==> src/cpu_pkg.sv <==
// Shared types and codes for the single-cycle core. Opcode 000101 is this design's own jr.
package cpu_pkg;

  // ---------------------------------------------------------------------
  // Widths
  // ---------------------------------------------------------------------
  localparam int WORD_W       = 32;
  localparam int REG_ADDR_W   = 5;
  localparam int OPCODE_W     = 6;
  localparam int FUNCT_W      = 6;
  localparam int ALU_CLASS_W  = 2;
  localparam int ALU_OP_W     = 4;
  localparam int JUMP_INDEX_W = 26; // j and jal target field
  localparam int REG_COUNT    = 32;

  // Plain vector types
  typedef logic [WORD_W-1:0]      word_t;
  typedef logic [REG_ADDR_W-1:0]  reg_addr_t;
  typedef logic [OPCODE_W-1:0]    opcode_t;
  typedef logic [FUNCT_W-1:0]     funct_t;
  typedef logic [ALU_CLASS_W-1:0] alu_class_t; // From main decoder
  typedef logic [ALU_OP_W-1:0]    alu_op_t;    // Into the ALU

  // ---------------------------------------------------------------------
  // Opcodes
  // ---------------------------------------------------------------------
  localparam opcode_t OP_RTYPE = 6'b000000;
  localparam opcode_t OP_LW    = 6'b100011;
  localparam opcode_t OP_SW    = 6'b101011;
  localparam opcode_t OP_BEQ   = 6'b000100;
  localparam opcode_t OP_J     = 6'b000010;
  localparam opcode_t OP_JAL   = 6'b000011;
  localparam opcode_t OP_JR    = 6'b000101; // Not the MIPS encoding
  localparam opcode_t OP_ADDI  = 6'b001000;

  // R-type funct codes
  localparam funct_t FUNCT_ADD = 6'b100000;
  localparam funct_t FUNCT_SUB = 6'b100010;
  localparam funct_t FUNCT_AND = 6'b100100;
  localparam funct_t FUNCT_OR  = 6'b100101;
  localparam funct_t FUNCT_SLT = 6'b101010;

  // ALU class from the main decoder
  localparam alu_class_t ALU_CLASS_ADD   = 2'b00; // Address calc and addi
  localparam alu_class_t ALU_CLASS_SUB   = 2'b01; // beq compare
  localparam alu_class_t ALU_CLASS_FUNCT = 2'b10; // Look at funct
  localparam alu_class_t ALU_CLASS_NONE  = 2'b11;

  // ---------------------------------------------------------------------
  // ALU operation codes
  // ---------------------------------------------------------------------
  localparam alu_op_t ALU_AND  = 4'b0000;
  localparam alu_op_t ALU_OR   = 4'b0001;
  localparam alu_op_t ALU_ADD  = 4'b0010;
  localparam alu_op_t ALU_SUB  = 4'b0110;
  localparam alu_op_t ALU_SLT  = 4'b0111;
  localparam alu_op_t ALU_NONE = 4'b1111; // Result forced to 0

  // Registers
  localparam reg_addr_t REG_ZERO = 5'd0;  // Hardwired zero
  localparam reg_addr_t REG_RA   = 5'd31; // Link register for jal

  // Fetch
  localparam word_t PC_STEP  = 32'd4; // Bytes per instruction
  localparam word_t RESET_PC = 32'd0; // First fetch address

endpackage
==> src/cpu_top.sv <==
// Core top level. Instruction and data memories sit outside and reply in the same cycle.
`timescale 1ns/100ps

module cpu_top (
  input  logic           clk,
  input  logic           reset,
  input  cpu_pkg::word_t imem_data,
  input  cpu_pkg::word_t dmem_rdata,
  output cpu_pkg::word_t imem_addr,
  output cpu_pkg::word_t dmem_addr,
  output cpu_pkg::word_t dmem_wdata,
  output logic           dmem_we,
  output logic           halted
);
  import cpu_pkg::*;

  opcode_t    opcode;
  funct_t     funct;
  alu_class_t alu_class;
  alu_op_t    alu_op;
  logic       reg_dst, alu_src, mem_to_reg, reg_write, mem_write;
  logic       branch, jump, link, jump_reg, pc_hold;

  // ---------------------------------------------------------------------
  // Control
  // ---------------------------------------------------------------------
  main_decoder u_main_decoder (
    .opcode (opcode), .reset (reset),
    .reg_dst (reg_dst), .alu_src (alu_src), .mem_to_reg (mem_to_reg),
    .reg_write (reg_write), .mem_write (mem_write), .branch (branch),
    .jump (jump), .link (link), .jump_reg (jump_reg),
    .pc_hold (pc_hold), .halted (halted), .alu_class (alu_class)
  );

  alu_decoder u_alu_decoder (.alu_class (alu_class), .funct (funct), .alu_op (alu_op));

  // Datapath and memory ports
  datapath u_datapath (
    .clk (clk), .reset (reset),
    .reg_dst (reg_dst), .alu_src (alu_src), .mem_to_reg (mem_to_reg),
    .reg_write (reg_write), .mem_write (mem_write), .branch (branch),
    .jump (jump), .link (link), .jump_reg (jump_reg), .pc_hold (pc_hold),
    .alu_op (alu_op), .imem_data (imem_data), .dmem_rdata (dmem_rdata),
    .opcode (opcode), .funct (funct), .imem_addr (imem_addr),
    .dmem_addr (dmem_addr), .dmem_wdata (dmem_wdata), .dmem_we (dmem_we)
  );

endmodule

==> src/datapath.sv <==
// Single-cycle datapath. Memories are outside and must answer combinationally in the same cycle.
`timescale 1ns/100ps

module datapath (
  input  logic              clk,
  input  logic              reset,
  input  logic              reg_dst,
  input  logic              alu_src,
  input  logic              mem_to_reg,
  input  logic              reg_write,
  input  logic              mem_write,
  input  logic              branch,
  input  logic              jump,
  input  logic              link,
  input  logic              jump_reg,
  input  logic              pc_hold,
  input  cpu_pkg::alu_op_t  alu_op,
  input  cpu_pkg::word_t    imem_data,
  input  cpu_pkg::word_t    dmem_rdata,
  output cpu_pkg::opcode_t  opcode,
  output cpu_pkg::funct_t   funct,
  output cpu_pkg::word_t    imem_addr,
  output cpu_pkg::word_t    dmem_addr,
  output cpu_pkg::word_t    dmem_wdata,
  output logic              dmem_we
);
  import cpu_pkg::*;

  // ---------------------------------------------------------------------
  // Instruction fields
  // ---------------------------------------------------------------------
  reg_addr_t               rs;
  reg_addr_t               rt;
  reg_addr_t               rd;
  logic [15:0]             imm;
  logic [JUMP_INDEX_W-1:0] jump_index;
  word_t                   imm_ext;    // Sign-extended immediate

  word_t     pc_plus4;
  word_t     rs_data;
  word_t     rt_data;
  word_t     alu_b;
  word_t     alu_result;
  logic      alu_zero;
  reg_addr_t write_addr;
  word_t     write_data;

  assign opcode     = imem_data[31:26];
  assign rs         = imem_data[25:21];
  assign rt         = imem_data[20:16];
  assign rd         = imem_data[15:11];
  assign imm        = imem_data[15:0];
  assign jump_index = imem_data[JUMP_INDEX_W-1:0];
  assign funct      = imem_data[5:0];
  assign imm_ext    = {{(WORD_W-16){imm[15]}}, imm};

  pc_unit u_pc_unit (
    .clk           (clk),
    .reset         (reset),
    .hold          (pc_hold),
    .branch_taken  (branch & alu_zero), // beq on equal operands
    .jump          (jump),
    .jump_reg      (jump_reg),
    .branch_offset (imm_ext),
    .jump_index    (jump_index),
    .reg_target    (rs_data),
    .pc            (imem_addr),
    .pc_plus4      (pc_plus4)
  );

  // Destination is rt, rd or ra for jal
  assign write_addr = link ? REG_RA : (reg_dst ? rd : rt);
  // Write-back select with link first
  assign write_data = link ? pc_plus4 : (mem_to_reg ? dmem_rdata : alu_result);

  reg_file u_reg_file (
    .clk        (clk),
    .reset      (reset),
    .write_en   (reg_write),
    .read_addr1 (rs),
    .read_addr2 (rt),
    .write_addr (write_addr),
    .write_data (write_data),
    .read_data1 (rs_data),
    .read_data2 (rt_data)
  );

  assign alu_b = alu_src ? imm_ext : rt_data; // Immediate or register

  alu u_alu (
    .a      (rs_data),
    .b      (alu_b),
    .op     (alu_op),
    .result (alu_result),
    .zero   (alu_zero)
  );

  // Data memory port
  assign dmem_addr  = alu_result;
  assign dmem_wdata = rt_data;   // sw stores rt
  assign dmem_we    = mem_write;

endmodule

==> src/pc_unit.sv <==
// Program counter and next address. Priority is jr, then j or jal, then taken beq, then pc+4.
`timescale 1ns/100ps

module pc_unit (
  input  logic                              clk,
  input  logic                              reset,
  input  logic                              hold,
  input  logic                              branch_taken,
  input  logic                              jump,
  input  logic                              jump_reg,
  input  cpu_pkg::word_t                    branch_offset,
  input  logic [cpu_pkg::JUMP_INDEX_W-1:0]  jump_index,
  input  cpu_pkg::word_t                    reg_target,
  output cpu_pkg::word_t                    pc,
  output cpu_pkg::word_t                    pc_plus4
);
  import cpu_pkg::*;

  word_t branch_target; // pc_plus4 plus offset in words
  word_t jump_target;   // Region of pc_plus4 with the index
  word_t pc_next;

  // ---------------------------------------------------------------------
  // Target adders
  // ---------------------------------------------------------------------
  assign pc_plus4      = pc + PC_STEP;
  assign branch_target = pc_plus4 + {branch_offset[WORD_W-3:0], 2'b00};
  assign jump_target   = {pc_plus4[WORD_W-1:WORD_W-4], jump_index, 2'b00};

  always_comb begin
    if (jump_reg) begin
      pc_next = reg_target;     // jr uses rs
    end else if (jump) begin
      pc_next = jump_target;    // j and jal
    end else if (branch_taken) begin
      pc_next = branch_target;
    end else begin
      pc_next = pc_plus4;       // Straight-line code
    end
  end

  // PC register, frozen on halt
  always_ff @(posedge clk) begin
    if (reset) begin
      pc <= RESET_PC;
    end else if (!hold) begin
      pc <= pc_next;
    end
  end

endmodule

==> src/reg_file.sv <==
// 32x32 register file with edge writes and combinational reads. Register 0 always reads 0.
`timescale 1ns/100ps

module reg_file (
  input  logic               clk,
  input  logic               reset,
  input  logic               write_en,
  input  cpu_pkg::reg_addr_t read_addr1,
  input  cpu_pkg::reg_addr_t read_addr2,
  input  cpu_pkg::reg_addr_t write_addr,
  input  cpu_pkg::word_t     write_data,
  output cpu_pkg::word_t     read_data1,
  output cpu_pkg::word_t     read_data2
);
  import cpu_pkg::*;

  word_t regs [REG_COUNT]; // Register array

  always_ff @(posedge clk) begin
    if (reset) begin
      for (int i = 0; i < REG_COUNT; i++) begin
        regs[i] <= '0; // Clear everything
      end
    end else if (write_en && (write_addr != REG_ZERO)) begin
      regs[write_addr] <= write_data; // r0 write dropped
    end
  end

  // Reads bypass the array for r0
  assign read_data1 = (read_addr1 == REG_ZERO) ? '0 : regs[read_addr1];
  assign read_data2 = (read_addr2 == REG_ZERO) ? '0 : regs[read_addr2];

endmodule

==> src/alu.sv <==
// 32-bit ALU. slt uses the raw sign of a minus b and is wrong when the subtraction overflows.
`timescale 1ns/100ps

module alu (
  input  cpu_pkg::word_t   a,
  input  cpu_pkg::word_t   b,
  input  cpu_pkg::alu_op_t op,
  output cpu_pkg::word_t   result,
  output logic             zero
);
  import cpu_pkg::*;

  word_t sum;  // a plus b
  word_t diff; // a minus b for sub and slt

  assign sum  = a + b;
  assign diff = a - b;

  always_comb begin
    case (op)
      ALU_AND: result = a & b;
      ALU_OR:  result = a | b;
      ALU_ADD: result = sum;
      ALU_SUB: result = diff;
      ALU_SLT: result = {{(WORD_W-1){1'b0}}, diff[WORD_W-1]}; // Sign bit only
      default: result = '0; // ALU_NONE and unused codes
    endcase
  end

  // Equal compare for beq
  assign zero = (result == '0);

endmodule

==> src/alu_decoder.sv <==
// ALU class plus funct to ALU operation. An unknown R-type funct yields a zero result.
`timescale 1ns/100ps

module alu_decoder (
  input  cpu_pkg::alu_class_t alu_class,
  input  cpu_pkg::funct_t     funct,
  output cpu_pkg::alu_op_t    alu_op
);
  import cpu_pkg::*;

  always_comb begin
    case (alu_class)
      ALU_CLASS_ADD: alu_op = ALU_ADD; // lw, sw, addi
      ALU_CLASS_SUB: alu_op = ALU_SUB; // beq
      ALU_CLASS_FUNCT: begin
        // R-type decode
        case (funct)
          FUNCT_ADD: alu_op = ALU_ADD;
          FUNCT_SUB: alu_op = ALU_SUB;
          FUNCT_AND: alu_op = ALU_AND;
          FUNCT_OR:  alu_op = ALU_OR;
          FUNCT_SLT: alu_op = ALU_SLT;
          default:   alu_op = ALU_NONE;
        endcase
      end
      default: alu_op = ALU_NONE; // Jumps and halt
    endcase
  end

endmodule

==> src/main_decoder.sv <==
// Opcode to control word. Any opcode not in the table halts the core and blocks all writes.
`timescale 1ns/100ps

module main_decoder (
  input  cpu_pkg::opcode_t    opcode,
  input  logic                reset,
  output logic                reg_dst,
  output logic                alu_src,
  output logic                mem_to_reg,
  output logic                reg_write,
  output logic                mem_write,
  output logic                branch,
  output logic                jump,
  output logic                link,
  output logic                jump_reg,
  output logic                pc_hold,
  output logic                halted,
  output cpu_pkg::alu_class_t alu_class
);
  import cpu_pkg::*;

  always_comb begin
    // Defaults give a do-nothing word
    reg_dst    = 1'b0;
    alu_src    = 1'b0;
    mem_to_reg = 1'b0;
    reg_write  = 1'b0;
    mem_write  = 1'b0;
    branch     = 1'b0;
    jump       = 1'b0;
    link       = 1'b0;
    jump_reg   = 1'b0;
    pc_hold    = 1'b0;
    halted     = 1'b0;
    alu_class  = ALU_CLASS_NONE;

    case (opcode)
      OP_RTYPE: begin
        reg_dst   = 1'b1;
        reg_write = 1'b1;
        alu_class = ALU_CLASS_FUNCT;
      end
      OP_LW:    begin
        alu_src    = 1'b1; // Base plus offset
        mem_to_reg = 1'b1;
        reg_write  = 1'b1;
        alu_class  = ALU_CLASS_ADD;
      end
      OP_SW:    begin
        alu_src   = 1'b1;
        mem_write = 1'b1;
        alu_class = ALU_CLASS_ADD;
      end
      OP_BEQ:   begin
        branch    = 1'b1;
        alu_class = ALU_CLASS_SUB; // zero flag decides
      end
      OP_J:     jump = 1'b1;
      OP_JAL:   begin
        jump      = 1'b1;
        link      = 1'b1;
        reg_write = 1'b1; // pc_plus4 to ra
      end
      OP_JR:    jump_reg = 1'b1;                                      // Target is rs
      OP_ADDI:  begin
        alu_src   = 1'b1;
        reg_write = 1'b1;
        alu_class = ALU_CLASS_ADD;
      end
      default:  begin
        pc_hold = 1'b1;
        halted  = 1'b1; // Freeze fetch
      end
    endcase

    // No state changes while in reset
    if (reset) begin
      reg_write = 1'b0;
      mem_write = 1'b0;
    end
  end

endmodule

==> config.mk <==
export PLATFORM = sky130hd
export DESIGN_NAME = cpu_top
export DESIGN_NICKNAME = d
export VERILOG_FILES = /design/src/cpu_pkg.sv /design/src/cpu_top.sv /design/src/datapath.sv /design/src/pc_unit.sv /design/src/reg_file.sv /design/src/alu.sv /design/src/alu_decoder.sv /design/src/main_decoder.sv
export SDC_FILE = /design/constraint.sdc
export NUM_CORES = 2
export LEC_CHECK = 0
export BUFFER_PORTS_ARGS = -buffer_cell sky130_fd_sc_hd__clkbuf_2
export CAP_MARGIN = 20
export CORE_UTILIZATION = 45
export CTS_CLUSTER_SIZE = 40
export DETAILED_ROUTE_END_ITERATION = 8
export HOLD_SLACK_MARGIN = 0.06
export REMOVE_ABC_BUFFERS = 1
export SYNTH_ARGS = -nofsm -noshare
export SYNTH_HDL_FRONTEND = slang
export SYNTH_SLANG_ARGS = --single-unit
==> constraint.sdc <==
create_clock -name clk -period 10.8 [get_ports clk]
set_clock_uncertainty 0.15 [all_clocks]
set_input_delay 1.62 -clock clk [delete_from_list [all_inputs] [get_ports clk]]
set_output_delay 1.62 -clock clk [all_outputs]
set_load 0.01 [all_outputs]
==> results.yml <==
global_routing:
  grtUsageMet2_pct: 52.71
  use_met3_pct: 7.014
  gr-total-overflow: 0
  grt_util_met1_pct: 42.12
  grt_pass1_vias: 43240
  grt_max_degree: 105
  grt_busiest_layer: "met2"
  grt_pass1_wl_mm: 315.7
  antenna_found_initial: 11
  grt_use_total_pct: 32.30
power_and_ir_drop:
  total_power_mw: 10.86
  peakVddDrop_mv: 0.1220
  leakagePower_nw: 23.90
  p_per_area_nw_per_um2: 158.6
die:
  die_w_um: 372.3
  rows: 135
  core_um2: 135800
  initial_core_util_pct: 45.43
  dieArea_um2: 138600
  die_h_um: 372.3
  io_pins: 164
clock_tree:
  h-tree-depth: 3
  ctsResizeCount: 0
  cts_hold_buf: 0
  postCtsSetupBuffers: 0
  clk_latency_ns: 0.73
  root_buffer: "clkbuf_16"
  cts_made_buffers: 107
  cts_sinks: 1056
  clk_path_buf_depth: 3
  cts_tree: "yes"
  clk_pin_slew_ns: 0.07
min_path:
  hold_path_class: "reg -> reg"
  hold_depth: 2
route:
  drtIter0Drc: 6368
  ant_nets: 0
  wire_per_inst_um: 34.16
  drt_pass1_iterations: 6
  vias_per_cell: 6.753
  vias: 44530
  drc: 0
  routed_wl_mm: 225.2
critical_path:
  path_buf_inv: 5
  crit_cells: 20
  critical_path.top_delay_family: "buffers and inverters"
  crit_path_max_incr_delay_ns: 0.90
  crit_slowest_cell: "xnor2_1"
  end_kind: "primary output"
  arrival_ns: 8.59
  worstSetupPathType: "in -> out"
  cp.required_ns: 9.03
  crit_chain: "buf_8 > buf_12 > buf_4 > mux4_2 > mux4_2 > mux2i_1 > nor2_1 > nand2_1 > nand2_1 > ha_1 > or4_1 > nand2b_1 > nor3_1 > o21ai_1 > a21oi_1 > a211oi_1 > xnor2_1 > o21ai_1 > buf_4 > clkbuf_2"
  r2r_cells: 20
  start_kind: "primary input"
  worstPathMaxFanout: 63
timing:
  hold_viol: 0
  drv_slew: 0
  slew-limit-headroom_pct: 21.23
  tightest_slew_ns: 1.177
  setup_ws_ns: 0.4356
  min_period_ns: 10.36
  min_period_over_period_pct: 95.97
  rsz0062_at_grt: "no"
  fmax_mhz: 96.48
  report.final.setup_viol: 0
place:
  place.gp.congestion: 0.9618
  placed_cells_incl_taps: 6402
  pre_cts_ws_ns: 0.3374
  port_buffers: 163
  hpwl_mm: 142.0
synthesis:
  ys_warn_count: 0
  synth_cell_type_count: 101
  synth-seq-area-share_pct: 50.88
  syn-cell-area_um2: 61700
  syn-instance-count: 4685
  postSynth.asyncResetShare_pct: 0
  ys_seq_elements: 1056
  synth_edf_count: 1024
  synth_ff_type: "edfxtp_1"
  avgSynthCellArea_um2: 13.17
run:
  max-cap-violations: 0
finish:
  final_layout_size_suffix_gt1_share_pct: 27.02
  finish.utilization_pct: 50.44
  nNetsFinal: 4925
  area_growth_syn_to_layout_pct: 11.03
  fin_cells: 6594
outcome:
  status: "completed"
stage by stage:
| step | hold WS [ns] | TNS, ns | cell area (um^2) |
|---|---|---|---|
| final | 0.4227 | 0 | 68500 |
| after global routing | 0.4348 | 0 | 68500 |
| after CTS | 0.4235 | 0 | 68490 |
| after floorplan | 0.3839 | 0 | 60030 |
| after detailed placement | 0.4069 | 0 | 65020 |
| after global placement | 0.3983 | -2.784 | 65020 |
cell type report:
class | count | area (um^2)
clock inverters | 62 | 708.2
well taps | 1781 | 2228
flip-flops and latches | 1056 | 31390
fillers | 11600 | 67300
inverters | 121 | 454.2
clock buffers | 127 | 2753
diodes | 2 | 5.005
multi-input cells | 3106 | 28640
repair buffers | 339 | 2330
path summary, 6_finish.rpt:
| kind | slack, ns | from | end |
|---|---|---|---|
| max | 0.44 | imem_data[16] | dmem_addr[0] |
| min | 0.42 | u_datapath.u_pc_unit.pc[31] | u_datapath.u_pc_unit.pc[31] |
| max reg2reg | 2.53 | u_datapath.u_reg_file.regs[15][9] | u_datapath.u_pc_unit.pc[31] |
| min reg2reg | 0.42 | u_datapath.u_pc_unit.pc[31] | u_datapath.u_pc_unit.pc[31] |
sequential cells by signal, indices dropped and copies added, names as in the netlist:
register                    cells
u_datapath.u_pc_unit.pc        32
u_datapath.u_reg_file.regs   1024
layout by cell type (no fill, tap or decap), types with 19 or more instances in the layout:
master,Yosys,final
a21o_1,27,27
nor3_1,39,38
a21oi_1,147,124
nor2_1,1227,1224
nand3_1,38,38
clkbuf_16,0,107
mux4_2,640,640
a221o_1,19,19
xor2_1,22,22
o221ai_1,37,37
nand2_1,124,93
clkinv_2,0,21
a22oi_1,22,22
mux2i_1,79,79
a211oi_1,20,19
nand2_2,0,31
o21ai_0,77,75
a21oi_2,0,23
conb_1,1,32
ha_1,125,125
edfxtp_1,1024,1024
dfxtp_1,32,32
inv_1,118,118
clkbuf_2,0,153
buf_4,5,169
clkbuf_1,348,20
xnor2_1,42,42
mux2_2,34,34
nand2b_2,0,31
power breakdown:
part	total [mW]	switching [mW]	internal (mW)
logic	2.38	1.57	0.811
clock network	3.78	1.65	2.13
registers	4.70	0.0747	4.63
total	10.9	3.29	7.57
cells in the mapped netlist, types with 10 or more instances:
cell / n / area (um^2)
nand4_1: 13 / 81.33
o221ai_1: 37 / 324.1
mux2i_1: 79 / 790.8
or2_2: 11 / 68.82
a211oi_1: 20 / 150.1
nand2b_1: 41 / 256.5
a221o_1: 19 / 190.2
or4_1: 12 / 90.09
inv_1: 118 / 442.9
a21oi_1: 147 / 735.7
and3_1: 12 / 75.07
nor2_1: 1227 / 4606
xor2_1: 22 / 192.7
nor4_1: 10 / 62.56
clkbuf_1: 348 / 1306
mux2_2: 34 / 382.9
a221oi_1: 22 / 192.7
dfxtp_1: 32 / 640.6
o31ai_1: 17 / 127.6
o21bai_1: 11 / 82.58
ha_1: 125 / 1564
nand3_1: 38 / 190.2
a21o_1: 27 / 202.7
xnor2_1: 42 / 367.9
mux4_2: 640 / 14410
nand2_1: 124 / 465.5
edfxtp_1: 1024 / 30750
o211ai_1: 13 / 97.59
nor2b_1: 17 / 106.4
nor3b_1: 11 / 82.58
or3_1: 10 / 62.56
buf_1: 56 / 210.2
a22oi_1: 22 / 165.2
nor3_1: 39 / 195.2
o21ai_0: 77 / 385.4
worst min-delay path, stage by stage, from the launching register on:
cell     delay, ns
dfxtp_1       0.36
nor2_1        0.12
nor4_1        0.05
cell families after synthesis:
| group | synth area share [%] |
|---|---|
| flops | 50.88 |
| mux | 25.30 |
| other cells | 0.006078 |
| simple gates | 10.79 |
| buf+inv | 3.630 |
| xor+xnor | 0.9085 |
| compound gates | 5.853 |
| fa+ha+maj | 2.632 |
metal layers:
layer	wire [um]	up-vias	share of wire (%)
met5	47	-	0.021
met4	9317	8	4.1
met3	26140	494	12
met2	107800	3039	48
met1	81930	23020	36
li1	-	17970	-
No activity file was read; power rests on OpenSTA's default activity.
